**src/rtl/lsu_config.svh**
```systemverilog
// *************************************************************************
// LSU load path configuration
// Sizes shared by the packages and the RTL of the memory unit
// *************************************************************************

`ifndef LSU_CONFIG_SVH
`define LSU_CONFIG_SVH

// Pending memory request queue depth
`define LSU_PMRQ_ENTRIES 8

// Request tag width, wide enough that flushed tags do not alias live ones
`define LSU_TAG_W 6

// Bytes per memory line, a whole line is read per request
`define LSU_LINE_BYTES 8

// Byte address width
`define LSU_ADDR_W 32

// Register file index width
`define LSU_DEST_W 5

`endif

```
**src/rtl/lsu_instr_pkg.sv**
```systemverilog
// *************************************************************************
// LSU instruction types
// Load instruction as seen by issue, queue and writeback, plus the
// result and byte offset types used when a load retires
// *************************************************************************

`include "lsu_config.svh"

package lsu_instr_pkg;

    // Offset bits inside one memory line
    localparam int OFF_W = $clog2(`LSU_LINE_BYTES);

    // One load, full byte address plus destination register
    typedef struct packed {
        logic [`LSU_ADDR_W-1:0] addr;  // Byte address, may be unaligned
        logic [`LSU_DEST_W-1:0] dest;  // Register to write on retire
    } load_instr_t;

    // Retired data, one line wide
    typedef logic [`LSU_LINE_BYTES*8-1:0] wb_data_t;

    // Byte position within a line
    typedef logic [OFF_W-1:0] byte_off_t;

endpackage

```
**src/rtl/lsu_mem_pkg.sv**
```systemverilog
// *************************************************************************
// LSU memory side types
// Line requests, line data and request tags exchanged with memory
// *************************************************************************

`include "lsu_config.svh"

package lsu_mem_pkg;

    // Address bits left once the line offset is dropped
    localparam int LINE_ADDR_W = `LSU_ADDR_W - $clog2(`LSU_LINE_BYTES);

    // Tag that pairs a response with its request
    typedef logic [`LSU_TAG_W-1:0] mem_tag_t;

    // Line-aligned address, offset bits removed
    typedef logic [LINE_ADDR_W-1:0] line_addr_t;

    // One memory line, 64 bits with the default line size
    typedef logic [`LSU_LINE_BYTES*8-1:0] line_data_t;

endpackage

```
**src/rtl/lsu_mem_top.sv**
```systemverilog
// *************************************************************************
// LSU load path top
// Issue, pending request queue and writeback in a three stage pipeline
// *************************************************************************

`include "lsu_config.svh"

module lsu_mem_top (
    input  logic                       clk_i,
    input  logic                       rstn_i,
    input  logic                       flush_i,
    input  logic                       instr_valid_i,
    input  lsu_instr_pkg::load_instr_t instr_i,
    output logic                       busy_o,
    output logic                       req_valid_o,
    output lsu_mem_pkg::line_addr_t    req_addr_o,
    output lsu_mem_pkg::mem_tag_t      req_tag_o,
    input  logic                       rsp_valid_i,
    input  lsu_mem_pkg::mem_tag_t      rsp_tag_i,
    input  lsu_mem_pkg::line_data_t    rsp_data_i,
    output logic                       wb_valid_o,
    output logic [`LSU_DEST_W-1:0]     wb_dest_o,
    output lsu_instr_pkg::wb_data_t    wb_data_o
);

    // Issue to queue
    logic                       alloc_valid;
    lsu_instr_pkg::load_instr_t alloc_instr;
    lsu_mem_pkg::mem_tag_t      alloc_tag;
    logic                       alloc_unaligned;
    logic                       q_full;

    // Queue to writeback
    logic                       head_ready;
    lsu_instr_pkg::load_instr_t head_instr;
    lsu_mem_pkg::line_data_t    head_line_lo;
    lsu_mem_pkg::line_data_t    head_line_hi;
    logic                       pop;

    mem_req_issue u_issue (
        .clk_i             (clk_i),
        .rstn_i            (rstn_i),
        .flush_i           (flush_i),
        .instr_valid_i     (instr_valid_i),
        .instr_i           (instr_i),
        .q_full_i          (q_full),
        .busy_o            (busy_o),
        .req_valid_o       (req_valid_o),
        .req_addr_o        (req_addr_o),
        .req_tag_o         (req_tag_o),
        .alloc_valid_o     (alloc_valid),
        .alloc_instr_o     (alloc_instr),
        .alloc_tag_o       (alloc_tag),
        .alloc_unaligned_o (alloc_unaligned)
    );

    pending_mem_req_queue u_pmrq (
        .clk_i             (clk_i),
        .rstn_i            (rstn_i),
        .flush_i           (flush_i),
        .alloc_valid_i     (alloc_valid),
        .alloc_instr_i     (alloc_instr),
        .alloc_tag_i       (alloc_tag),
        .alloc_unaligned_i (alloc_unaligned),
        .rsp_valid_i       (rsp_valid_i),
        .rsp_tag_i         (rsp_tag_i),
        .rsp_data_i        (rsp_data_i),
        .pop_i             (pop),
        .head_ready_o      (head_ready),
        .head_instr_o      (head_instr),
        .head_line_lo_o    (head_line_lo),
        .head_line_hi_o    (head_line_hi),
        .full_o            (q_full)
    );

    mem_writeback_stage u_wb (
        .clk_i             (clk_i),
        .rstn_i            (rstn_i),
        .flush_i           (flush_i),
        .head_ready_i      (head_ready),
        .head_instr_i      (head_instr),
        .head_line_lo_i    (head_line_lo),
        .head_line_hi_i    (head_line_hi),
        .pop_o             (pop),
        .wb_valid_o        (wb_valid_o),
        .wb_dest_o         (wb_dest_o),
        .wb_data_o         (wb_data_o)
    );

endmodule

```
**src/rtl/mem_req_issue.sv**
```systemverilog
// *************************************************************************
// Memory request issue stage
// Tags each accepted load, sends one line request, or two with
// consecutive tags when the access spans a line boundary, and hands
// the load to the pending request queue
// *************************************************************************

module mem_req_issue (
    input  logic                      clk_i,
    input  logic                      rstn_i,
    input  logic                      flush_i,
    input  logic                      instr_valid_i,      // Load offered this cycle
    input  lsu_instr_pkg::load_instr_t instr_i,
    input  logic                      q_full_i,           // Queue near full
    output logic                      busy_o,             // Do not offer a load
    output logic                      req_valid_o,
    output lsu_mem_pkg::line_addr_t   req_addr_o,
    output lsu_mem_pkg::mem_tag_t     req_tag_o,
    output logic                      alloc_valid_o,      // Write queue tail
    output lsu_instr_pkg::load_instr_t alloc_instr_o,
    output lsu_mem_pkg::mem_tag_t     alloc_tag_o,        // First tag of the load
    output logic                      alloc_unaligned_o
);

    lsu_instr_pkg::byte_off_t instr_off;
    lsu_mem_pkg::line_addr_t  instr_line;
    logic                     unaligned;
    logic                     accept;

    logic                     started_q;    // Low through reset, then high
    logic                     pend_q;       // Second line still to send
    logic                     req_hi_q;     // Upper line request on the bus
    lsu_mem_pkg::line_addr_t  pend_addr_q;
    lsu_mem_pkg::mem_tag_t    tag_q;        // Next free tag
    logic                     req_valid_q;
    lsu_mem_pkg::line_addr_t  req_addr_q;
    lsu_mem_pkg::mem_tag_t    req_tag_q;

    assign instr_off  = lsu_instr_pkg::byte_off_t'(instr_i.addr);  // Low address bits
    assign instr_line = lsu_mem_pkg::line_addr_t'(instr_i.addr >> lsu_instr_pkg::OFF_W);

    // Whole line is read, so any offset needs the next line too
    assign unaligned = (instr_off != '0);

    // Blocked through both line requests of an unaligned load, near full or flushing
    assign busy_o = ~started_q | pend_q | req_hi_q | q_full_i | flush_i;
    assign accept = instr_valid_i & ~busy_o;

    // Queue allocates on the edge that launches the first request
    assign alloc_valid_o     = accept;
    assign alloc_instr_o     = instr_i;
    assign alloc_tag_o       = tag_q;
    assign alloc_unaligned_o = unaligned;

    always_ff @(posedge clk_i or negedge rstn_i) begin
        if (!rstn_i) begin
            started_q   <= 1'b0;
            pend_q      <= 1'b0;
            req_hi_q    <= 1'b0;
            req_valid_q <= 1'b0;
            tag_q       <= '0;
        end else begin
            started_q <= 1'b1;
            req_hi_q  <= pend_q & ~flush_i;        // Second request launches
            if (flush_i) begin
                pend_q      <= 1'b0;               // Drop any second request
                req_valid_q <= 1'b0;
            end else if (pend_q) begin
                pend_q      <= 1'b0;               // Upper line with tag T+1
                req_valid_q <= 1'b1;
                tag_q       <= tag_q + 1'b1;
            end else if (accept) begin
                pend_q      <= unaligned;
                req_valid_q <= 1'b1;
                tag_q       <= tag_q + 1'b1;
            end else begin
                req_valid_q <= 1'b0;
            end
        end
    end

    // Request payload
    always_ff @(posedge clk_i) begin
        if (pend_q) begin
            req_addr_q <= pend_addr_q;
            req_tag_q  <= tag_q;
        end else if (accept) begin
            req_addr_q  <= instr_line;
            req_tag_q   <= tag_q;
            pend_addr_q <= instr_line + 1'b1;      // Following line
        end
    end

    assign req_valid_o = req_valid_q;
    assign req_addr_o  = req_addr_q;
    assign req_tag_o   = req_tag_q;

endmodule

```
**src/rtl/mem_writeback_stage.sv**
```systemverilog
// *************************************************************************
// Memory writeback stage
// Retires the finished head load, merges its one or two lines with a
// byte shifter and drives the registered register write port
// *************************************************************************

`include "lsu_config.svh"

module mem_writeback_stage (
    input  logic                       clk_i,
    input  logic                       rstn_i,
    input  logic                       flush_i,
    input  logic                       head_ready_i,      // Head load finished
    input  lsu_instr_pkg::load_instr_t head_instr_i,
    input  lsu_mem_pkg::line_data_t    head_line_lo_i,
    input  lsu_mem_pkg::line_data_t    head_line_hi_i,
    output logic                       pop_o,             // Advance queue head
    output logic                       wb_valid_o,
    output logic [`LSU_DEST_W-1:0]     wb_dest_o,
    output lsu_instr_pkg::wb_data_t    wb_data_o
);

    lsu_instr_pkg::byte_off_t     head_off;
    logic [2*`LSU_LINE_BYTES*8-1:0] line_pair;   // Upper line above lower
    lsu_instr_pkg::wb_data_t      shift_data;

    logic                         wb_valid_q;
    logic [`LSU_DEST_W-1:0]       wb_dest_q;
    lsu_instr_pkg::wb_data_t      wb_data_q;

    // Flush wins over a retire in the same cycle
    assign pop_o = head_ready_i & ~flush_i;

    assign head_off = lsu_instr_pkg::byte_off_t'(head_instr_i.addr);

    // Result byte i is byte i+k of the lower line, past the end it wraps
    // into the upper line at i+k-8
    always_comb begin
        line_pair = {head_line_hi_i, head_line_lo_i};
        for (int i = 0; i < `LSU_LINE_BYTES; i++) begin
            shift_data[i*8 +: 8] = line_pair[(i + head_off)*8 +: 8];
        end
    end

    always_ff @(posedge clk_i or negedge rstn_i) begin
        if (!rstn_i) begin
            wb_valid_q <= 1'b0;
        end else begin
            wb_valid_q <= pop_o;                  // One retire per cycle
        end
    end

    // Write port payload
    always_ff @(posedge clk_i) begin
        if (pop_o) begin
            wb_dest_q <= head_instr_i.dest;
            wb_data_q <= shift_data;
        end
    end

    assign wb_valid_o = wb_valid_q;
    assign wb_dest_o  = wb_dest_q;
    assign wb_data_o  = wb_data_q;

endmodule

```
**src/rtl/pending_mem_req_queue.sv**
```systemverilog
// *************************************************************************
// Pending memory request queue
// Circular table that keeps loads in program order and collects their
// line responses by tag, one line for aligned loads, two for unaligned
// *************************************************************************

`include "lsu_config.svh"

module pending_mem_req_queue (
    input  logic                       clk_i,
    input  logic                       rstn_i,
    input  logic                       flush_i,            // Empty the queue
    input  logic                       alloc_valid_i,
    input  lsu_instr_pkg::load_instr_t alloc_instr_i,
    input  lsu_mem_pkg::mem_tag_t      alloc_tag_i,
    input  logic                       alloc_unaligned_i,
    input  logic                       rsp_valid_i,
    input  lsu_mem_pkg::mem_tag_t      rsp_tag_i,
    input  lsu_mem_pkg::line_data_t    rsp_data_i,
    input  logic                       pop_i,              // Retire head
    output logic                       head_ready_o,
    output lsu_instr_pkg::load_instr_t head_instr_o,
    output lsu_mem_pkg::line_data_t    head_line_lo_o,
    output lsu_mem_pkg::line_data_t    head_line_hi_o,
    output logic                       full_o
);

    localparam int DEPTH = `LSU_PMRQ_ENTRIES;
    localparam int PTR_W = $clog2(DEPTH);

    logic [PTR_W-1:0] head_q;           // Oldest load
    logic [PTR_W-1:0] tail_q;           // Next free slot
    logic [PTR_W:0]   count_q;          // One bit wider than the pointers

    logic             write_en;
    logic             pop_en;

    // Per entry status
    logic [DEPTH-1:0] unal_q;
    logic [DEPTH-1:0] lo_done_q;        // Line at tag received
    logic [DEPTH-1:0] hi_done_q;        // Line at tag+1 received

    // Per entry payload
    lsu_instr_pkg::load_instr_t instr_tbl [0:DEPTH-1];
    lsu_mem_pkg::mem_tag_t      tag_tbl   [0:DEPTH-1];
    lsu_mem_pkg::line_data_t    lo_tbl    [0:DEPTH-1];
    lsu_mem_pkg::line_data_t    hi_tbl    [0:DEPTH-1];

    // Response match per entry
    logic [DEPTH-1:0] lo_hit;
    logic [DEPTH-1:0] hi_hit;

    assign write_en = alloc_valid_i & (count_q < DEPTH);
    assign pop_en   = pop_i & (count_q != '0);

    // Every entry watches the response bus
    always_comb begin
        for (int j = 0; j < DEPTH; j++) begin
            lo_hit[j] = rsp_valid_i & (tag_tbl[j] == rsp_tag_i);
            // Upper half of an unaligned load carries the next tag
            hi_hit[j] = rsp_valid_i & unal_q[j] &
                        (lsu_mem_pkg::mem_tag_t'(tag_tbl[j] + 1'b1) == rsp_tag_i);
        end
    end

    // Pointers and count
    always_ff @(posedge clk_i or negedge rstn_i) begin
        if (!rstn_i) begin
            head_q  <= '0;
            tail_q  <= '0;
            count_q <= '0;
        end else if (flush_i) begin
            head_q  <= '0;
            tail_q  <= '0;
            count_q <= '0;
        end else begin
            if (write_en) begin
                tail_q <= tail_q + 1'b1;
            end
            if (pop_en) begin
                head_q <= head_q + 1'b1;
            end
            count_q <= count_q + write_en - pop_en;
        end
    end

    // Status bits, a new allocation overrides a stale hit on its slot
    always_ff @(posedge clk_i or negedge rstn_i) begin
        if (!rstn_i) begin
            unal_q    <= '0;
            lo_done_q <= '0;
            hi_done_q <= '0;
        end else begin
            for (int j = 0; j < DEPTH; j++) begin
                if (lo_hit[j]) begin
                    lo_done_q[j] <= 1'b1;
                end
                if (hi_hit[j]) begin
                    hi_done_q[j] <= 1'b1;
                end
            end
            if (write_en) begin
                unal_q[tail_q]    <= alloc_unaligned_i;
                lo_done_q[tail_q] <= 1'b0;
                hi_done_q[tail_q] <= 1'b0;
            end
        end
    end

    // Instruction, tag and line storage
    always_ff @(posedge clk_i) begin
        for (int j = 0; j < DEPTH; j++) begin
            if (lo_hit[j]) begin
                lo_tbl[j] <= rsp_data_i;
            end
            if (hi_hit[j]) begin
                hi_tbl[j] <= rsp_data_i;
            end
        end
        if (write_en) begin
            instr_tbl[tail_q] <= alloc_instr_i;
            tag_tbl[tail_q]   <= alloc_tag_i;
        end
    end

    // Head done once every line it needs has arrived
    assign head_ready_o = (count_q != '0) & lo_done_q[head_q] &
                          (~unal_q[head_q] | hi_done_q[head_q]);

    assign head_instr_o   = instr_tbl[head_q];
    assign head_line_lo_o = lo_tbl[head_q];
    assign head_line_hi_o = hi_tbl[head_q];  // Meaningful for unaligned only

    // Two slots of slack for an allocation already in flight
    assign full_o = (count_q >= DEPTH - 2);

endmodule

```
**config.mk**
```make
export PLATFORM = sky130hd
export DESIGN_NAME = lsu_mem_top
export DESIGN_NICKNAME = d
export VERILOG_FILES = /design/src/rtl/lsu_instr_pkg.sv /design/src/rtl/lsu_mem_pkg.sv /design/src/rtl/lsu_mem_top.sv /design/src/rtl/mem_req_issue.sv /design/src/rtl/mem_writeback_stage.sv /design/src/rtl/pending_mem_req_queue.sv
export VERILOG_INCLUDE_DIRS = /design/src /design/src/rtl
export SDC_FILE = /design/constraint.sdc
export NUM_CORES = 1
export LEC_CHECK = 0
export ABC_CLOCK_PERIOD_IN_PS = 7500
export BUFFER_PORTS_ARGS = -buffer_cell sky130_fd_sc_hd__buf_4
export CORE_ASPECT_RATIO = 2
export CORE_UTILIZATION = 51
export DETAILED_ROUTE_END_ITERATION = 10
export GPL_TIMING_DRIVEN = 0
export PLACE_DENSITY_LB_ADDON = 0.08
export SKIP_CTS_REPAIR_TIMING = 1
export SYNTH_ARGS = -nofsm -noshare
export SYNTH_HDL_FRONTEND = slang
export SYNTH_SLANG_ARGS = --single-unit
```
**constraint.sdc**
```tcl
create_clock -name clk_i -period 7.5 [get_ports clk_i]
set_input_delay 1.5 -clock clk_i [delete_from_list [all_inputs] [get_ports clk_i]]
set_output_delay 1.5 -clock clk_i [all_outputs]
set_load 0.005 [all_outputs]
```
==> impl_metrics.json <==
{
  "antenna_found_initial": 5,
  "crit_fanout": 10,
  "dpl.hpwl_mm": 110,
  "syn-num-nets": 2673,
  "syn2layout_area_growth_pct": 16.5,
  "reg2reg_depth": 8,
  "rsz0062_at_grt": "no",
  "clk_pin_slew_ns": 0.07,
  "dieArea_um2": 101000,
  "fp.dieH_um": 448,
  "most-common-layout-cells": "edfxtp_1, mux4_2, buf_4, mux2i_1, nand2_1",
  "drc": 0,
  "drive_gt1_frac": 0.288,
  "critical_path_class": "flop to flop",
  "fmax_ghz": 0.209,
  "grt_pass1_wl_mm": 211,
  "final-hold-violation-count": 0,
  "worst_pin_slew_ns": 1.38,
  "core_area_um2": 98500,
  "period_share": 0.639,
  "tritoncts": "yes",
  "grt_pass1_vias": 28000,
  "status": "finished, final reports clean",
  "ys_types": 58,
  "drv_slew": 0,
  "port_buffers": 212,
  "postLayoutCoreUtil": 0.599,
  "fin_crit_ns": 4.79,
  "ys_seq_area_frac": 0.737,
  "drt-initial-drc-count": 2719,
  "layout_commonest_cell": "edfxtp_1",
  "ys.flop_type": "edfxtp_1",
  "ios": 219,
  "maxCapViolCount": 0,
  "clock_skew_ns": 0.0348,
  "fin_tns_setup_ns": 0,
  "grt_max_degree": 46,
  "worst_hold_path_type": "flop to flop",
  "cp.arrival_ns": 5.22,
  "ys_ff_latch": 1250,
  "drt_pre_antenna_iters": 6,
  "cts.sinks": 1250,
  "fin_cells": 4369,
  "via_per_inst": 6.13,
  "power.leakage_nw": 19.1,
  "relSlewSlack": 0.0776,
  "netlist_instances": 2541,
  "cp-end-kind": "flop",
  "totalWireLength_mm": 151,
  "holdPathStages": 1,
  "postRouteAntennaNets": 0,
  "dp_cells": 4171,
  "overflow": 0,
  "ir_drop_v": 0.000203,
  "fin_area_um2": 59000,
  "h-tree-depth": 3,
  "final_nets": 3090,
  "fp.dieW_um": 225,
  "grt_use_total": 0.306,
  "setup_violations": 0,
  "clk_path_buf_depth": 3,
  "required_ns": 7.93,
  "start_util": 0.514,
  "cts-buffers-inserted": 105,
  "insertion_delay_ns": 0.73,
  "row_count": 163,
  "syn_area_um2": 50600,
  "vias": 26800,
  "powerDensity_nw_per_um2": 241,
  "globalplace.congestion": 0.973,
  "worstSetupStartpointType": "flop",
  "async_reset_ff_frac": 0.0360,
  "yosys_warnings": 0,
  "synth_edf_count": 1205,
  "post_drt_wl_per_cell_um": 34.5,
  "placed_cell_area_um2": 55400,
  "syn_avg_cell_area_um2": 19.9,
  "cts-root-buf": "clkbuf_16"
}
synthesized netlist by cell type (11+ instances only):
library cell,n,area share
ha_1,19,0.0047
xor2_1,48,0.0083
buf_2,28,0.0028
dfrtp_1,45,0.022
nand3_1,31,0.0031
buf_1,11,0.00082
a32oi_1,32,0.0055
nor2b_1,16,0.0020
edfxtp_1,1205,0.71
mux2_2,45,0.010
xnor2_1,68,0.012
nor2_1,38,0.0028
clkbuf_1,66,0.0049
nand4_1,20,0.0025
inv_1,19,0.0014
mux2i_1,196,0.039
nor4_1,13,0.0016
mux4_2,260,0.12
buf_4,18,0.0027
nand2_1,157,0.012
a22oi_1,96,0.014
sequential cells by signal (all words and copies together), names as in the netlist:
| name | flops |
|---|---|
| u_issue.alloc_tag_o | 6 |
| u_pmrq.hi_tbl | 448 |
| u_issue.req_tag_o | 6 |
| u_pmrq.lo_done_q | 8 |
| u_wb.wb_valid_o | 1 |
| u_pmrq.hi_done_q | 8 |
| u_wb.wb_dest_o | 5 |
| u_issue.req_hi_q | 1 |
| u_issue.pend_addr_q | 29 |
| u_issue.req_valid_o | 1 |
| u_pmrq.unal_q | 8 |
| u_pmrq.instr_tbl | 64 |
| u_issue.started_q | 1 |
| u_pmrq.count_q | 4 |
| u_issue.pend_q | 1 |
| u_issue.req_addr_o | 29 |
| u_pmrq.tail_q | 3 |
| u_wb.wb_data_o | 64 |
| u_pmrq.head_q | 3 |
| u_pmrq.tag_tbl | 48 |
| u_pmrq.lo_tbl | 512 |
area by class of cell:
type                       instances  area [um2]
buffer                           133         677
antenna                            1        2.50
sequential                      1250       37300
clock buffer                     135        2860
multi-input combinational       1138       12800
clock inverter                    62         683
tap                             1320        1650
timing repair buffer             310        2920
inverter                          20        75.1
fill                            7227       39500
final timing paths:
path / start / end / slack [ns]
max in group asynchronous: rstn_i / u_pmrq.count_q[3]$_DFF_PN0_ / 6.29
setup / recovery: u_pmrq.head_q[2]$_DFFE_PN0P_ / u_wb.wb_data_o[61]$_DFFE_PN_ / 2.71
hold / removal: u_pmrq.lo_done_q[2]$_DFF_PN0_ / u_pmrq.lo_done_q[2]$_DFF_PN0_ / 0.50
min in group asynchronous: rstn_i / u_wb.wb_valid_o$_DFF_PN0_ / 0.77
hold reg to reg: u_pmrq.lo_done_q[2]$_DFF_PN0_ / u_pmrq.lo_done_q[2]$_DFF_PN0_ / 0.50
setup reg to reg: u_pmrq.head_q[2]$_DFFE_PN0P_ / u_wb.wb_data_o[61]$_DFFE_PN_ / 2.71
power by group:
group / internal, mW / switching [mW]
combinational: 0.238 / 0.426
sequential: 7.78 / 0.0919
clock: 3.10 / 2.55
total: 11.1 / 3.07
routing by layer:
| metal | GRT usage | part of all wire |
|---|---|---|
| met1 | 0.342 | 0.35 |
| met2 | 0.557 | 0.54 |
| met3 | 0.0531 | 0.056 |
| met4 | 0.153 | 0.056 |
| met5 | 0 | 0.00032 |
logic make-up (layout without fill, tap and decap cells):
family	count (synthesis)	count (layout)	synth area share
AOI/OAI and AO/OA	170	170	0.0263
xor gates and xnor gates	116	116	0.0201
adders and majority gates	20	20	0.00509
buffers and inverters	153	660	0.0148
DFF	1250	1250	0.737
muxes	507	507	0.166
other	1	2	0.0000741
and+or+nand+nor	324	324	0.0307
worst max-delay path: stages (launching register included):
cell and delay [ns]:
dfrtp_1 0.32, buf_2 0.26, clkbuf_1 0.72, clkbuf_1 0.90
mux4_2 0.42, mux2i_1 0.98, mux2i_1 0.33, a22oi_1 0.28
nand2_1 0.22
through the flow:
step                worst slack, ns  hold WS [ns]  total power [mW]
CTS                            2.80         0.498              14.3
floorplan                     0.245         0.459              8.30
finish                         2.71         0.496              14.2
global route                   2.85         0.521              14.6
global placement              -6.01         0.468              8.65
detailed placement             2.36         0.482              8.68
Power figures use the tool's default switching activity.
